==> config.mk <==
export PLATFORM = sky130hd
export DESIGN_NAME = frameDisplayer
export DESIGN_NICKNAME = d
export VERILOG_FILES = /design/src/hw/frameDisplayPkg.sv /design/src/hw/frameAddressGen.sv /design/src/hw/paletteLookup.sv /design/src/hw/frameDisplayer.sv
export VERILOG_INCLUDE_DIRS = /design/src /design/src/include
export SDC_FILE = /design/constraint.sdc
export NUM_CORES = 1
export LEC_CHECK = 0
export ABC_CLOCK_PERIOD_IN_PS = 900
export BUFFER_PORTS_ARGS = -buffer_cell sky130_fd_sc_hd__buf_2
export CORE_ASPECT_RATIO = 1.5
export CORE_MARGIN = 2
export CORE_UTILIZATION = 46
export CTS_CLUSTER_DIAMETER = 40
export DETAILED_ROUTE_END_ITERATION = 6
export MAX_ROUTING_LAYER = met4
export PLACE_DENSITY_LB_ADDON = 0.25
export SYNTH_ARGS = -nofsm -noshare
export SYNTH_HDL_FRONTEND = slang
export SYNTH_SLANG_ARGS = --single-unit
==> constraint.sdc <==
create_clock -name pixel_clk -period 0.9 [get_ports pixel_clk]
set_input_delay 0.09 -clock pixel_clk [delete_from_list [all_inputs] [get_ports pixel_clk]]
set_output_delay 0.09 -clock pixel_clk [all_outputs]
set_load 0.01 [all_outputs]
==> src/include/frame_consts.svh <==
`ifndef FRAME_CONSTS_SVH
`define FRAME_CONSTS_SVH

// visible raster of a 640x480 VGA mode
`define SCREEN_WIDTH    10'd640
`define SCREEN_HEIGHT   10'd480

// frame buffer holds one byte per visible pixel
`define FRAME_PIXELS    19'd307200

// colour shown outside the visible area
`define BLANK_RED       8'h00
`define BLANK_GREEN     8'hFF
`define BLANK_BLUE      8'hFF

// colour cube steps
// red and green use 3 index bits each, blue only 2
`define CUBE_RG_STEP    8'h20
`define CUBE_B_STEP     8'h40

// lowest and highest index of the colour cube
`define CUBE_FIRST      8'h0A
`define CUBE_LAST       8'hF5

`endif

==> src/hw/frameDisplayPkg.sv <==
`default_nettype none

package frameDisplayPkg;

    // one raster coordinate, wide enough for the full 800x525 timing
    typedef logic [9:0] coordT;

    // position from the raster timing source
    typedef struct packed
    {
        coordT x;
        coordT y;
    } drawPosT;

    typedef logic [18:0] pixelAddrT; // frame-buffer word address
    typedef logic [7:0] colorIndexT; // palette index stored per pixel

    // one colour channel towards the DAC
    typedef logic [7:0] channelT;

    typedef struct packed
    {
        channelT red;
        channelT green;
        channelT blue;
    } rgbT;

endpackage

`default_nettype wire

==> src/hw/frameAddressGen.sv <==
`timescale 1ns/100ps
`default_nettype none

`include "frame_consts.svh"

module frameAddressGen
(
    input  logic                          pixel_clk,
    input  logic                          arstN,
    input  frameDisplayPkg::drawPosT      drawPos,
    output frameDisplayPkg::pixelAddrT    rdAddress,
    output logic                          active
);

    logic inArea;
    frameDisplayPkg::pixelAddrT linearAddr;

    // visible part of the raster
    assign inArea = (drawPos.x < `SCREEN_WIDTH) && (drawPos.y < `SCREEN_HEIGHT);

    // row-major layout, one byte per pixel
    assign linearAddr = frameDisplayPkg::pixelAddrT'(drawPos.y)
                      * frameDisplayPkg::pixelAddrT'(`SCREEN_WIDTH)
                      + frameDisplayPkg::pixelAddrT'(drawPos.x);

    always_ff @(posedge pixel_clk or negedge arstN)
    begin
        if (!arstN)
        begin
            rdAddress <= '0;
            active    <= 1'b0;
        end
        else
        begin
            // park the address at 0 during blanking
            if (inArea)
                rdAddress <= linearAddr;
            else
                rdAddress <= '0;
            active <= inArea; // travels alongside the address
        end
    end

    // the multiply must never leave the frame buffer
    addrInRange: assert property (
        @(posedge pixel_clk) disable iff (!arstN)
        rdAddress < `FRAME_PIXELS
    )
    else
        $error("frame-buffer address %0d out of range", rdAddress);

endmodule

`default_nettype wire

==> src/hw/paletteLookup.sv <==
`timescale 1ns/100ps
`default_nettype none

`include "frame_consts.svh"

module paletteLookup
(
    input  logic                          pixel_clk,
    input  logic                          arstN,
    input  logic                          active,
    input  frameDisplayPkg::colorIndexT   frameData,
    output frameDisplayPkg::rgbT          pixel
);

    localparam frameDisplayPkg::rgbT blankColor = '{`BLANK_RED, `BLANK_GREEN, `BLANK_BLUE};

    logic activeD; // lines up with frameData
    logic isSystem;
    frameDisplayPkg::rgbT systemColor;
    frameDisplayPkg::rgbT cubeColor;
    frameDisplayPkg::rgbT nextPixel;

    // frame buffer answers one cycle after the address
    always_ff @(posedge pixel_clk or negedge arstN)
    begin
        if (!arstN)
            activeD <= 1'b0;
        else
            activeD <= active;
    end

    // twenty fixed entries at both ends of the palette
    assign isSystem = (frameData < `CUBE_FIRST) || (frameData > `CUBE_LAST);

    always_comb
    begin
        case (frameData)
            8'h00:   systemColor = '{8'h00, 8'h00, 8'h00};
            8'h01:   systemColor = '{8'h80, 8'h00, 8'h00};
            8'h02:   systemColor = '{8'h00, 8'h80, 8'h00};
            8'h03:   systemColor = '{8'h80, 8'h80, 8'h00};
            8'h04:   systemColor = '{8'h00, 8'h00, 8'h80};
            8'h05:   systemColor = '{8'h80, 8'h00, 8'h80};
            8'h06:   systemColor = '{8'h00, 8'h80, 8'h80};
            8'h07:   systemColor = '{8'hC0, 8'hC0, 8'hC0};
            8'h08:   systemColor = '{8'hC0, 8'hDC, 8'hC0}; // money green
            8'h09:   systemColor = '{8'hA6, 8'hCA, 8'hF0}; // sky blue
            8'hF6:   systemColor = '{8'hFF, 8'hFB, 8'hF0}; // cream
            8'hF7:   systemColor = '{8'hA0, 8'hA0, 8'hA4};
            8'hF8:   systemColor = '{8'h80, 8'h80, 8'h80};
            8'hF9:   systemColor = '{8'hFF, 8'h00, 8'h00};
            8'hFA:   systemColor = '{8'h00, 8'hFF, 8'h00};
            8'hFB:   systemColor = '{8'hFF, 8'hFF, 8'h00};
            8'hFC:   systemColor = '{8'h00, 8'h00, 8'hFF};
            8'hFD:   systemColor = '{8'hFF, 8'h00, 8'hFF};
            8'hFE:   systemColor = '{8'h00, 8'hFF, 8'hFF};
            8'hFF:   systemColor = '{8'hFF, 8'hFF, 8'hFF};
            default: systemColor = blankColor; // cube range, not selected
        endcase
    end

    // cube entries follow from the index bits directly
    always_comb
    begin
        cubeColor.red   = frameDisplayPkg::channelT'(frameData[2:0]) * `CUBE_RG_STEP;
        cubeColor.green = frameDisplayPkg::channelT'(frameData[5:3]) * `CUBE_RG_STEP;
        cubeColor.blue  = frameDisplayPkg::channelT'(frameData[7:6]) * `CUBE_B_STEP;
    end

    always_comb
    begin
        if (!activeD)
            nextPixel = blankColor;
        else if (isSystem)
            nextPixel = systemColor;
        else
            nextPixel = cubeColor;
    end

    always_ff @(posedge pixel_clk or negedge arstN)
    begin
        if (!arstN)
            pixel <= blankColor;
        else
            pixel <= nextPixel;
    end

    // blanking wins over whatever the frame buffer returned
    blankOutside: assert property (
        @(posedge pixel_clk) disable iff (!arstN)
        !activeD |=> (pixel == blankColor)
    )
    else
        $error("pixel %06h not blank after inactive cycle", pixel);

endmodule

`default_nettype wire

==> src/hw/frameDisplayer.sv <==
`timescale 1ns/100ps
`default_nettype none

`include "frame_consts.svh"

module frameDisplayer
(
    input  logic                          pixel_clk,
    input  logic                          arstN,
    input  frameDisplayPkg::drawPosT      drawPos,
    input  frameDisplayPkg::colorIndexT   frameData,
    output frameDisplayPkg::pixelAddrT    rdAddress,
    output frameDisplayPkg::rgbT          pixel
);

    logic activeAddr; // visible-area flag, same cycle as rdAddress

    // coordinate to frame-buffer address, 1 cycle
    frameAddressGen i_frameAddressGen
    (
        .pixel_clk (pixel_clk),
        .arstN     (arstN),
        .drawPos   (drawPos),
        .rdAddress (rdAddress),
        .active    (activeAddr)
    );

    // external frame buffer sits between these two, 1 cycle

    // index to colour, 2 cycles from the flag
    paletteLookup i_paletteLookup
    (
        .pixel_clk (pixel_clk),
        .arstN     (arstN),
        .active    (activeAddr),
        .frameData (frameData),
        .pixel     (pixel)
    );

    // end to end, a blanked coordinate shows the blank colour 3 edges later
    blankLatency: assert property (
        @(posedge pixel_clk) disable iff (!arstN)
        !((drawPos.x < `SCREEN_WIDTH) && (drawPos.y < `SCREEN_HEIGHT))
        |-> ##3 (pixel == {`BLANK_RED, `BLANK_GREEN, `BLANK_BLUE})
    )
    else
        $error("blanked coordinate did not give blank pixel after 3 cycles");

endmodule

`default_nettype wire

* Yosys cells after proc, flatten, opt, wreduce, memory -nomap -nowiden
Cells that the tools add are included.
** Word-level totals
- Flip-flop bits (word level) :: 45
- Input bits :: 30
- Output and inout port bits :: 43
- Word-level logic and storage cells :: 37
** Operators by class
- Add/sub/neg operators :: 1
- $mul :: 1
- $lt $le $gt $ge :: 4
- Equality and inequality tests :: 18
- Multiplexer cells :: 4
- Reduce and logical (&&, ||, !) cells :: 3
** Operators by type and width (number)
- one-hot mux 24 bit (19 select lines) :: 1
- equality test 8 bit, second input constant :: 9
- two-way mux 24 bit :: 2
- equality test 8 x 3 -> 1 bit, second input constant :: 4
- adder 19 x 10 -> 19 bit :: 1
- two-way mux 19 bit :: 1
- equality test 8 x 2 -> 1 bit, second input constant :: 2
- equality test 8 x 4 -> 1 bit, second input constant :: 2
- multiplier 10 x 3 -> 12 bit, second input constant :: 1
- < comparator 10 bit, second input constant :: 1
- < comparator 10 x 9 -> 1 bit, second input constant :: 1
- equality test 8 x 1 -> 1 bit, second input constant :: 1
- greater-than comparator 8 bit, second input constant :: 1
- zero test 8 bit :: 1
- < comparator 8 x 4 -> 1 bit, second input constant :: 1
- logical AND 1 bit :: 1
- logical OR 1 bit :: 1

* Longest topological paths before layout
Gate-level depths: netlist (run 1).
- Depth in word-level cells :: 4
- Mapped depth :: 9
- Gate-level depth less buffers :: 9

* By module
A second synthesis (run 1) with hierarchy kept.
** Second synthesis, totals
- Cell total of the unflattened synthesis :: 242
- Area, all modules :: 2406.1 um^2
** By module, submodules not included
- frameAddressGen :: times used 1, cells an instance 125, area an instance 1312.5 um^2, seq. area each 500.5 um^2
- paletteLookup :: times used 1, cells an instance 117, area an instance 1093.5 um^2, seq. area each 518.0 um^2

* Worst setup path before layout (run 1)
Ideal clock, no wire load.
- Path type :: in2reg
- Start point :: input port drawPos[1] (netlist bit)
- End point :: register i_frameAddressGen.rdAddress[18]
- Library setup time :: 0.128 ns
- Arrival time :: 2.249 ns
- Data required time :: 0.772 ns
- Setup slack :: -1.476 ns
- Cell stages on the path :: 9
- Buffers on the path :: 0
- Path through :: ha_1 > ha_1 > fa_1 > a21o_2 > a221oi_1 > xnor2_1 > inv_1 > nor3_2 > mux2_1
** Between the ends
- Cells in the longest elaborated chain, start to end :: 3
- Elaborated cells on any way between the ends :: 5
- Those cells by class :: add/sub (1); mul (1); order compare (1); mux (1); reduce/logical (1)
** Ends and longest elaborated chain
- start: declaration :: RTL line frameDisplayer.sv:10 : input frameDisplayPkg::drawPosT drawPos,
- multiplier 10 x 3 -> 12 bit / < comparator 10 x 9 -> 1 bit (equally long branches)
- adder 19 x 10 -> 19 bit / logical AND 1 bit (equally long branches) :: RTL line frameAddressGen.sv:22, frameAddressGen.sv:19
- two-way mux 19 bit (*) :: RTL line frameAddressGen.sv:36 : if (inArea)
- end signal: assignment :: RTL line frameAddressGen.sv:37 : rdAddress <= linearAddr;
- end: declaration :: RTL line frameAddressGen.sv:11 : output frameDisplayPkg::pixelAddrT rdAddress,
Every way passes the cells marked *; elsewhere a longest branch is shown, timed or not.

* Worst setup path after layout (run 1)
- Start point :: input port drawPos[4] (netlist bit)
- End point :: register i_frameAddressGen.rdAddress[18]
Same word-level chain as after synthesis.

==> summary.md, run 1 <==
| Metric | Value |
|---|---|
| Launch point of the worst hold path | `drawPos[16]` |
| Post-Syn Area | `between 0.002 and 0.0025 mm2` |
| Reg2reg path depth | `4` |
| Most common cell after layout, fill and taps aside | `buf_6` |
| # DRC | `0` |
| Most frequent cells in the layout | `buf_6 (46), buf_4 (43), buf_2 (41)` |
| Worst-Margin Slew | `0.3680 ns` |
| Synthesized Nets | `284` |
| Met1 Use GR | `roughly 26%` |
| FF-to-FF Start | `i_paletteLookup.activeD` |
| Max_cap viols | `0` |
| R2r setup slk | `-0.11 ns` |
| Area grow syn2layout | `78.59%` |
| GR Util All Layers | `29.17%` |
| Core Box Area | `0.004810 mm2` |
| N_diodes | `0` |
| Share of layout cells above drive strength 1 | `about 64%` |
| Async SR Flop Fraction | `100.0%` |
| Status | `finished, violations left` |
| Die Height | `roughly 91 um` |
| CP required | `around 1.1 ns` |
| Die W | `61.76 um` |
| FILL cells | `267` |
| Post-placement setup slack | `-1.554 ns` |
| Global routing's busiest layer | `met2` |
| Fin worst setup slack | `-1.167 ns` |
| Vias in the first global route | `between 2,000 and 3,000` |
| Synthesis warning total | `0` |
| Max Fanout on Critical Path | `3` |
| Prevailing post-synth register cell | `dfrtp_1` |
| CP Launch Point | `drawPos[4]` |
| Power Density | `~1400 mW/mm2` |
| Reg2Reg Capture Point | `i_paletteLookup.pixel[7]` |
| Final Hold Fails | `0` |
| Die ar. | `between 0.005 and 0.006 mm2` |
| Sink Count | `40` |
| Fmax | `483.8 MHz` |
| Final setup violation count | `between 40 and 50` |
| Final #Nets | `420` |
| Post-DP HPWL | `around 5 mm` |
| Global Route met2 Usage | `~54%` |
| Slew Limit Headroom | `75.47%` |
| Fin Hold WS | `~0.011 ns` |
| RePlAce Congestion | `between 0.9 and 1` |
| Syn Inst Count | `233` |
| Post-Syn Area per Cell | `between 9 and 10 um2` |
| Initial antenna violation count | `0` |
| Reg clk slew, reported paths | `0.08 ns` |
| Worst Setup End Kind | `flop` |
| ANT nets after route | `0` |
| Largest net degree at the start of global routing | `32` |
| Final clock skew | `about 0.0052 ns` |
| Final Non-Filler Cells | `436` |
| Final min period | `between 2 and 2.5 ns` |
| WS Path Type | `input port to flop` |
| Sequential-to-total area share from yosys stat | `approximately 44%` |
| Fin. max-slew vios | `0` |
| Router iterations before antenna repair | `4` |
| Port Buffer Count | `72` |
| DR vias | `2,404` |
| CTS root buffer | `clkbuf_8` |
| FP Rows | `31` |
| CTS Buffer Depth | `2` |
| Critical path launch point type | `input port` |
| Unique masters post-synth | `between 40 and 50` |
| RSZ-0062 raised after global routing | `true` |
| Leakage | `~1.9 nW` |
| CTS tree | `done` |
| End of the critical path | `i_frameAddressGen.rdAddress[18]` |
| EDFF count, synth | `0` |
| First-pass GRT wire length | `11.72 mm` |
| Failing checks | `setup timing` |
| Vias/cell | `around 5.5` |
| Synthesized flop and latch total | `40` |
| WL final | `~7.9 mm` |
| Cts bufs inserted | `5` |
| H-tree level count | `2` |
| Tot Pwr | `between 0.005 and 0.006 W` |
| Initial Utilization | `47.87%` |
| Dpl cells | `415` |
| Final global-route overflow total | `0` |
| Setup tns final | `-9.442 ns` |
| Detailed Route Iter0 Violations | `between 100 and 150` |
| Avg WL per Cell | `about 18 um` |
| Period utilisation layout | `229.7%` |
| Hold WC Path Type | `input port to flop` |
| Peak VDD IR | `between 0.001 and 0.0015 V` |
| I/O Pins | `between 70 and 80` |
| Worst EP arrival | `2.25 ns` |
| Clock Latency Late Sink | `0.30 ns` |
| Met3 Track Usage GR | `4.728%` |
-- cells in the mapped netlist, types with 2 or more instances --
cell type  instances  area share (%)
nor3_1            11             2.4
or2_2              3            0.82
o21a_1             3            0.98
nand4_1            3            0.82
a31oi_1            2            0.54
nand2_1           15             2.4
nor2b_1            3            0.82
o21ai_0           19             4.1
ha_1              19              10
inv_1              8             1.3
nor3b_1            2            0.65
a21oi_1           15             3.3
clkbuf_1           7             1.1
a21o_1             4             1.3
nand3_1            4            0.87
xor2_1             5             1.9
a21boi_0           2            0.65
xnor2_1            5             1.9
and2_1            11             3.0
dfstp_2           14              16
dfrtp_1           26              28
nor2_1            23             3.7
buf_4              5             1.6
a211o_1            2            0.76
fa_1               2             1.7
-- cells by family after synthesis --
logic type | synth area share [%]
muxes | 0.4891
buffers and inverters | 4.077
and+or+nand+nor | 18.42
DFF | 44.24
AOI/OAI and AO/OA | 16.20
adders and majority gates | 12.07
xor gates and xnor gates | 4.511
-- report_power, final --
| part | internal (W) | total [W] | leakage (nW) | switching (W) |
|---|---|---|---|---|
| logic | 0.00121 | 0.00231 | 1.36 | 0.00110 |
| clock network | 0.000835 | 0.00149 | 0.0548 | 0.000652 |
| registers | 0.00195 | 0.00201 | 0.494 | 0.0000562 |
| total | 0.00399 | 0.00581 | 1.90 | 0.00181 |
-- routing by layer --
| layer | vias to the layer above | wire [um] |
|---|---|---|
| met3 | 53 | 306 |
| met2 | 120 | 4604 |
| li1 | 1085 | - |
| met5 | - | 0 |
| met4 | 0 | 619 |
| met1 | 1146 | 2350 |
-- metrics by stage --
stage	util (%)	instance area [um2]
5_1_grt	85.48	4111
3_5_place_dp	69.28	3332
2_1_floorplan	-	2534
6_report	85.48	4111
3_3_place_gp	69.28	3332
4_1_cts	81.30	3910
-- worst max-delay path, cell delays in order --
cell      delay (ns)
buf_6           0.11
ha_4            0.28
ha_4            0.19
a211o_1         0.31
a2111o_1        0.42
o311ai_4        0.12
nand4_4         0.18
nor3_4          0.23
mux2_4          0.32
-- sequential cells by signal (all words and copies together) (netlist names) --
| signal | count |
|---|---|
| i_frameAddressGen.active | 1 |
| i_frameAddressGen.rdAddress | 19 |
| i_paletteLookup.activeD | 1 |
| i_paletteLookup.pixel | 19 |
-- cell type report --
class	count	area (um2)	share of cell area, %
Clock buffer	5	68.82	1.674
Clock inverter	3	46.29	1.126
Inverter	8	35.03	0.8521
Multi-Input combinational cell	174	1675	40.75
Sequential cell	40	1020	24.80
Tap cell	66	82.58	2.009
Timing Repair Buffer	139	1176	28.61
Timing Repair inverter	1	7.507	0.1826
-- what timing repair did --
item / CTS / global route
buffers inserted: 9 / 4
hold buffers: 2 / 1
gates cloned: 2 / 0
hold endpoints to repair: 30 / 1
resized for setup: 77 / 50
pin swaps: 47 / 28
endpoints found under the setup margin: 52 / 74
-- worst min path at each step --
stage,depth (start not counted),endpoint,slack [ns]
after floorplan,0,i_frameAddressGen.active,-0.21
after global placement,1,i_frameAddressGen.rdAddress[13],-0.03
after detailed placement,1,i_frameAddressGen.rdAddress[11],-0.03
after CTS,2,i_frameAddressGen.rdAddress[4],0.002
after global routing,2,i_frameAddressGen.rdAddress[1],0.01
final,2,i_frameAddressGen.rdAddress[6],0.01
(Power assumes the default switching activity.)
==> inputs of run 2 (changes only) <==
Settings changed: CORE_UTILIZATION 46 to 47, SYNTH_HIERARCHICAL from default to 1.
==> summary.md, run 2 <==
| Metric | Value |
|---|---|
| Hold WC Path Type | `input port to flop` |
| Sequential-to-total area share from yosys stat | `42.33%` |
| Global Route met2 Usage | `roughly 53%` |
| Worst Setup End Kind | `flop` |
| Fin Hold WS | `roughly 0.1 ns` |
| Max_cap viols | `0` |
| Post-Syn Area per Cell | `9.942 um2` |
| Syn Inst Count | `about 240` |
| WL final | `about 8.5 mm` |
| H-tree level count | `2` |
| Share of layout cells above drive strength 1 | `between 50% and 60%` |
| Synthesized Nets | `approximately 300` |
| Die W | `about 62 um` |
| Sink Count | `40` |
| CTS tree | `done` |
| Peak VDD IR | `between 0.001 and 0.0015 V` |
| WHS Path Cells | `3` |
| Hold Path Sink | `i_paletteLookup/pixel[14]` |
| Most frequent cells in the layout | `buf_4 (60), buf_2 (44), buf_6 (37)` |
| Vias in the first global route | `around 2,500` |
| Finished Core Util | `85.02%` |
| Fin. max-slew vios | `0` |
| Top-count cell post-synth | `dfrtp_1` |
| Top cells by area, synth | `dfrtp_1 (27%), dfstp_2 (15%), ha_1 (9.9%)` |
| Cts bufs inserted | `5` |
| EDFF count, synth | `0` |
| DR vias | `approximately 2,600` |
| Status | `finished, violations left` |
| Synthesized flop and latch total | `40` |
| ANT nets after route | `0` |
| Final global-route overflow total | `0` |
| RSZ-0062 raised after global routing | `true` |
| Dominant cell type by area after synthesis | `dfrtp_1` |
| Port Buffer Count | `just over 70` |
| Slew Limit Headroom | `a little over two thirds` |
| Yosys top cell area share | `between 20% and 30%` |
| Initial antenna violation count | `0` |
| Period utilisation layout | `230.0%` |
| Detailed Route Iter0 Violations | `about 150` |
| Initial Utilization | `~49%` |
| Max Fanout on Critical Path | `4` |
| Launch point of the worst hold path | `frameData[4]` |
| Most common cell after layout, fill and taps aside | `buf_4` |
| Async SR Flop Fraction | `100.0%` |
| Clock Latency Late Sink | `~0.3 ns` |
| Final Hold Fails | `0` |
| Prevailing post-synth register cell | `dfrtp_1` |
| Final #Nets | `approximately 440` |
| Post-Syn Area | `about 0.0024 mm2` |
| CTS Buffer Depth | `2` |
| Reg2Reg Capture Point | `i_paletteLookup/pixel[12]` |
| Synthesis warning total | `6` |
| Die Height | `~90 um` |
| Worst-Margin Slew | `between 0.4 and 0.5 ns` |
| Fin worst setup slack | `-1.170 ns` |
| # DRC | `0` |
| Area grow syn2layout | `72.70%` |
| Global routing's busiest layer | `met2` |
| Router iterations before antenna repair | `7` |
| Reg2reg path depth | `5` |
| R2r setup slk | `-0.36 ns` |
| Post-DP HPWL | `4.744 mm` |
| Reg clk slew, reported paths | `roughly 0.08 ns` |
| CTS root buffer | `clkbuf_8` |
| Top cell types by occurrence after synthesis | `dfrtp_1 (26), ha_1 (19), o21ai_0 (17)` |
| WS Path Type | `input port to flop` |
| Vias/cell | `between 5 and 6` |
| Largest net degree at the start of global routing | `33` |
| Failing checks | `setup timing` |
| Biggest regs | `i_frameAddressGen/rdAddress (19), i_paletteLookup/pixel (19)` |
| Die ar. | `approximately 0.0057 mm2` |
| Power Density | `1405 mW/mm2` |
| Final setup violation count | `57` |
| Core Box Area | `0.004887 mm2` |
| Met1 Use GR | `between 20% and 30%` |
| FP Rows | `31` |
| Final clock skew | `0.005675 ns` |
| Unique masters post-synth | `57` |
| N_diodes | `0` |
| Avg WL per Cell | `roughly 19 um` |
| Critical path launch point type | `input port` |
| I/O Pins | `73` |
| Leakage | `slightly below 2 nW` |
| Fmax | `approximately 480 MHz` |
| FF-to-FF Start | `i_paletteLookup/activeD` |
| Worst EP arrival | `about 2.3 ns` |
| First-pass GRT wire length | `11.41 mm` |
| RePlAce Congestion | `0.9444` |
| Final min period | `approximately 2.1 ns` |
| Met3 Track Usage GR | `around 4.8%` |
| CP required | `roughly 1.1 ns` |
| GR Util All Layers | `26.70%` |
-- run 2: cell count changes in the layout (fill, tap and decap cells not counted), sizes merged, moves of 3 or more --
cell and change:
dlygate4sd3 +4, nor4 +3, nor2 -7, nand2b +3
buf +12, nor3 -7
-- run 2: what timing repair did --
action | in CTS | in global routing
hold buffers | 7 | 0
endpoints found under the setup margin | 63 | 79
setup buffers | 8 | 9
hold endpoints to repair | 36 | 0
gates resized for setup | 60 | 41
gates cloned | 0 | 0
pin swaps | 22 | 18
-- run 2: cell families after synthesis --
family | synth area share, %
XOR/XNOR | 4.316
buffers and inverters | 4.733
AO/OA/AOI/OAI | 15.24
multiplexers | 1.300
AND/OR/NAND/NOR | 20.54
adder cells (fa/ha/maj) | 11.54
flip-flops | 42.33
-- run 2: cell type report --
cell class	count	area [um2]
clock buffer	5	68.82
clock inverter	3	46.29
sequential	40	1020
timing repair buffer	155	1272
fill	247	732.0
tap	66	82.58
inverter	7	33.78
multi-input combinational	178	1632
-- run 2: power breakdown --
part | switching, W | total [W] | internal (W) | leakage [nW]
combinational | 0.00111 | 0.00230 | 0.00119 | 1.39
clock | 0.000672 | 0.00151 | 0.000835 | 0.0548
sequential | 0.0000651 | 0.00204 | 0.00197 | 0.494
total | 0.00185 | 0.00584 | 0.00399 | 1.94
-- run 2: per-layer routing --
metal	part of all wire, %	routed length, um	vias to the layer above
li1	-	-	1155
met1	31	2635	1250
met2	59	5043	120
met3	4.9	419	41
met4	5.3	451	0
met5	0	0	-
-- run 2: worst max-delay path, stage by stage --
cell,delay [ns]
buf_8,0.10
ha_4,0.24
ha_4,0.16
fa_2,0.35
a21oi_2,0.15
o21bai_1,0.11
xor2_1,0.30
nand3_1,0.21
o31a_1,0.32
nor3_1,0.23
-- run 2: worst max path at each step --
stage	from	to	slack [ns]	cells past startpoint
2_1_floorplan	drawPos[1]	i_frameAddressGen/rdAddress[17]	-1.12	9
3_3_place_gp	drawPos[1]	i_frameAddressGen/rdAddress[18]	-1.28	11
3_5_place_dp	drawPos[2]	i_frameAddressGen/rdAddress[18]	-1.36	9
4_1_cts	drawPos[1]	i_frameAddressGen/rdAddress[17]	-0.95	10
5_1_grt	drawPos[1]	i_frameAddressGen/rdAddress[17]	-1.28	10
6_report	drawPos[1]	i_frameAddressGen/rdAddress[17]	-1.17	10
-- run 2: stage by stage --
stage / power [W] / cell area [um2] / TNS (ns) / instances / setup slack [ns]
6_report: 0.005840 / 4155 / -12.65 / 454 / -1.170
5_1_grt: 0.006111 / 4155 / -14.63 / 454 / -1.279
4_1_cts: 0.005557 / 3948 / -10.73 / 447 / -0.9550
3_5_place_dp: 0.003730 / 3422 / -19.25 / 424 / -1.358
3_3_place_gp: 0.003674 / 3422 / -18.29 / 424 / -1.281
2_1_floorplan: 0.003003 / 2605 / -8.728 / 242 / -1.122
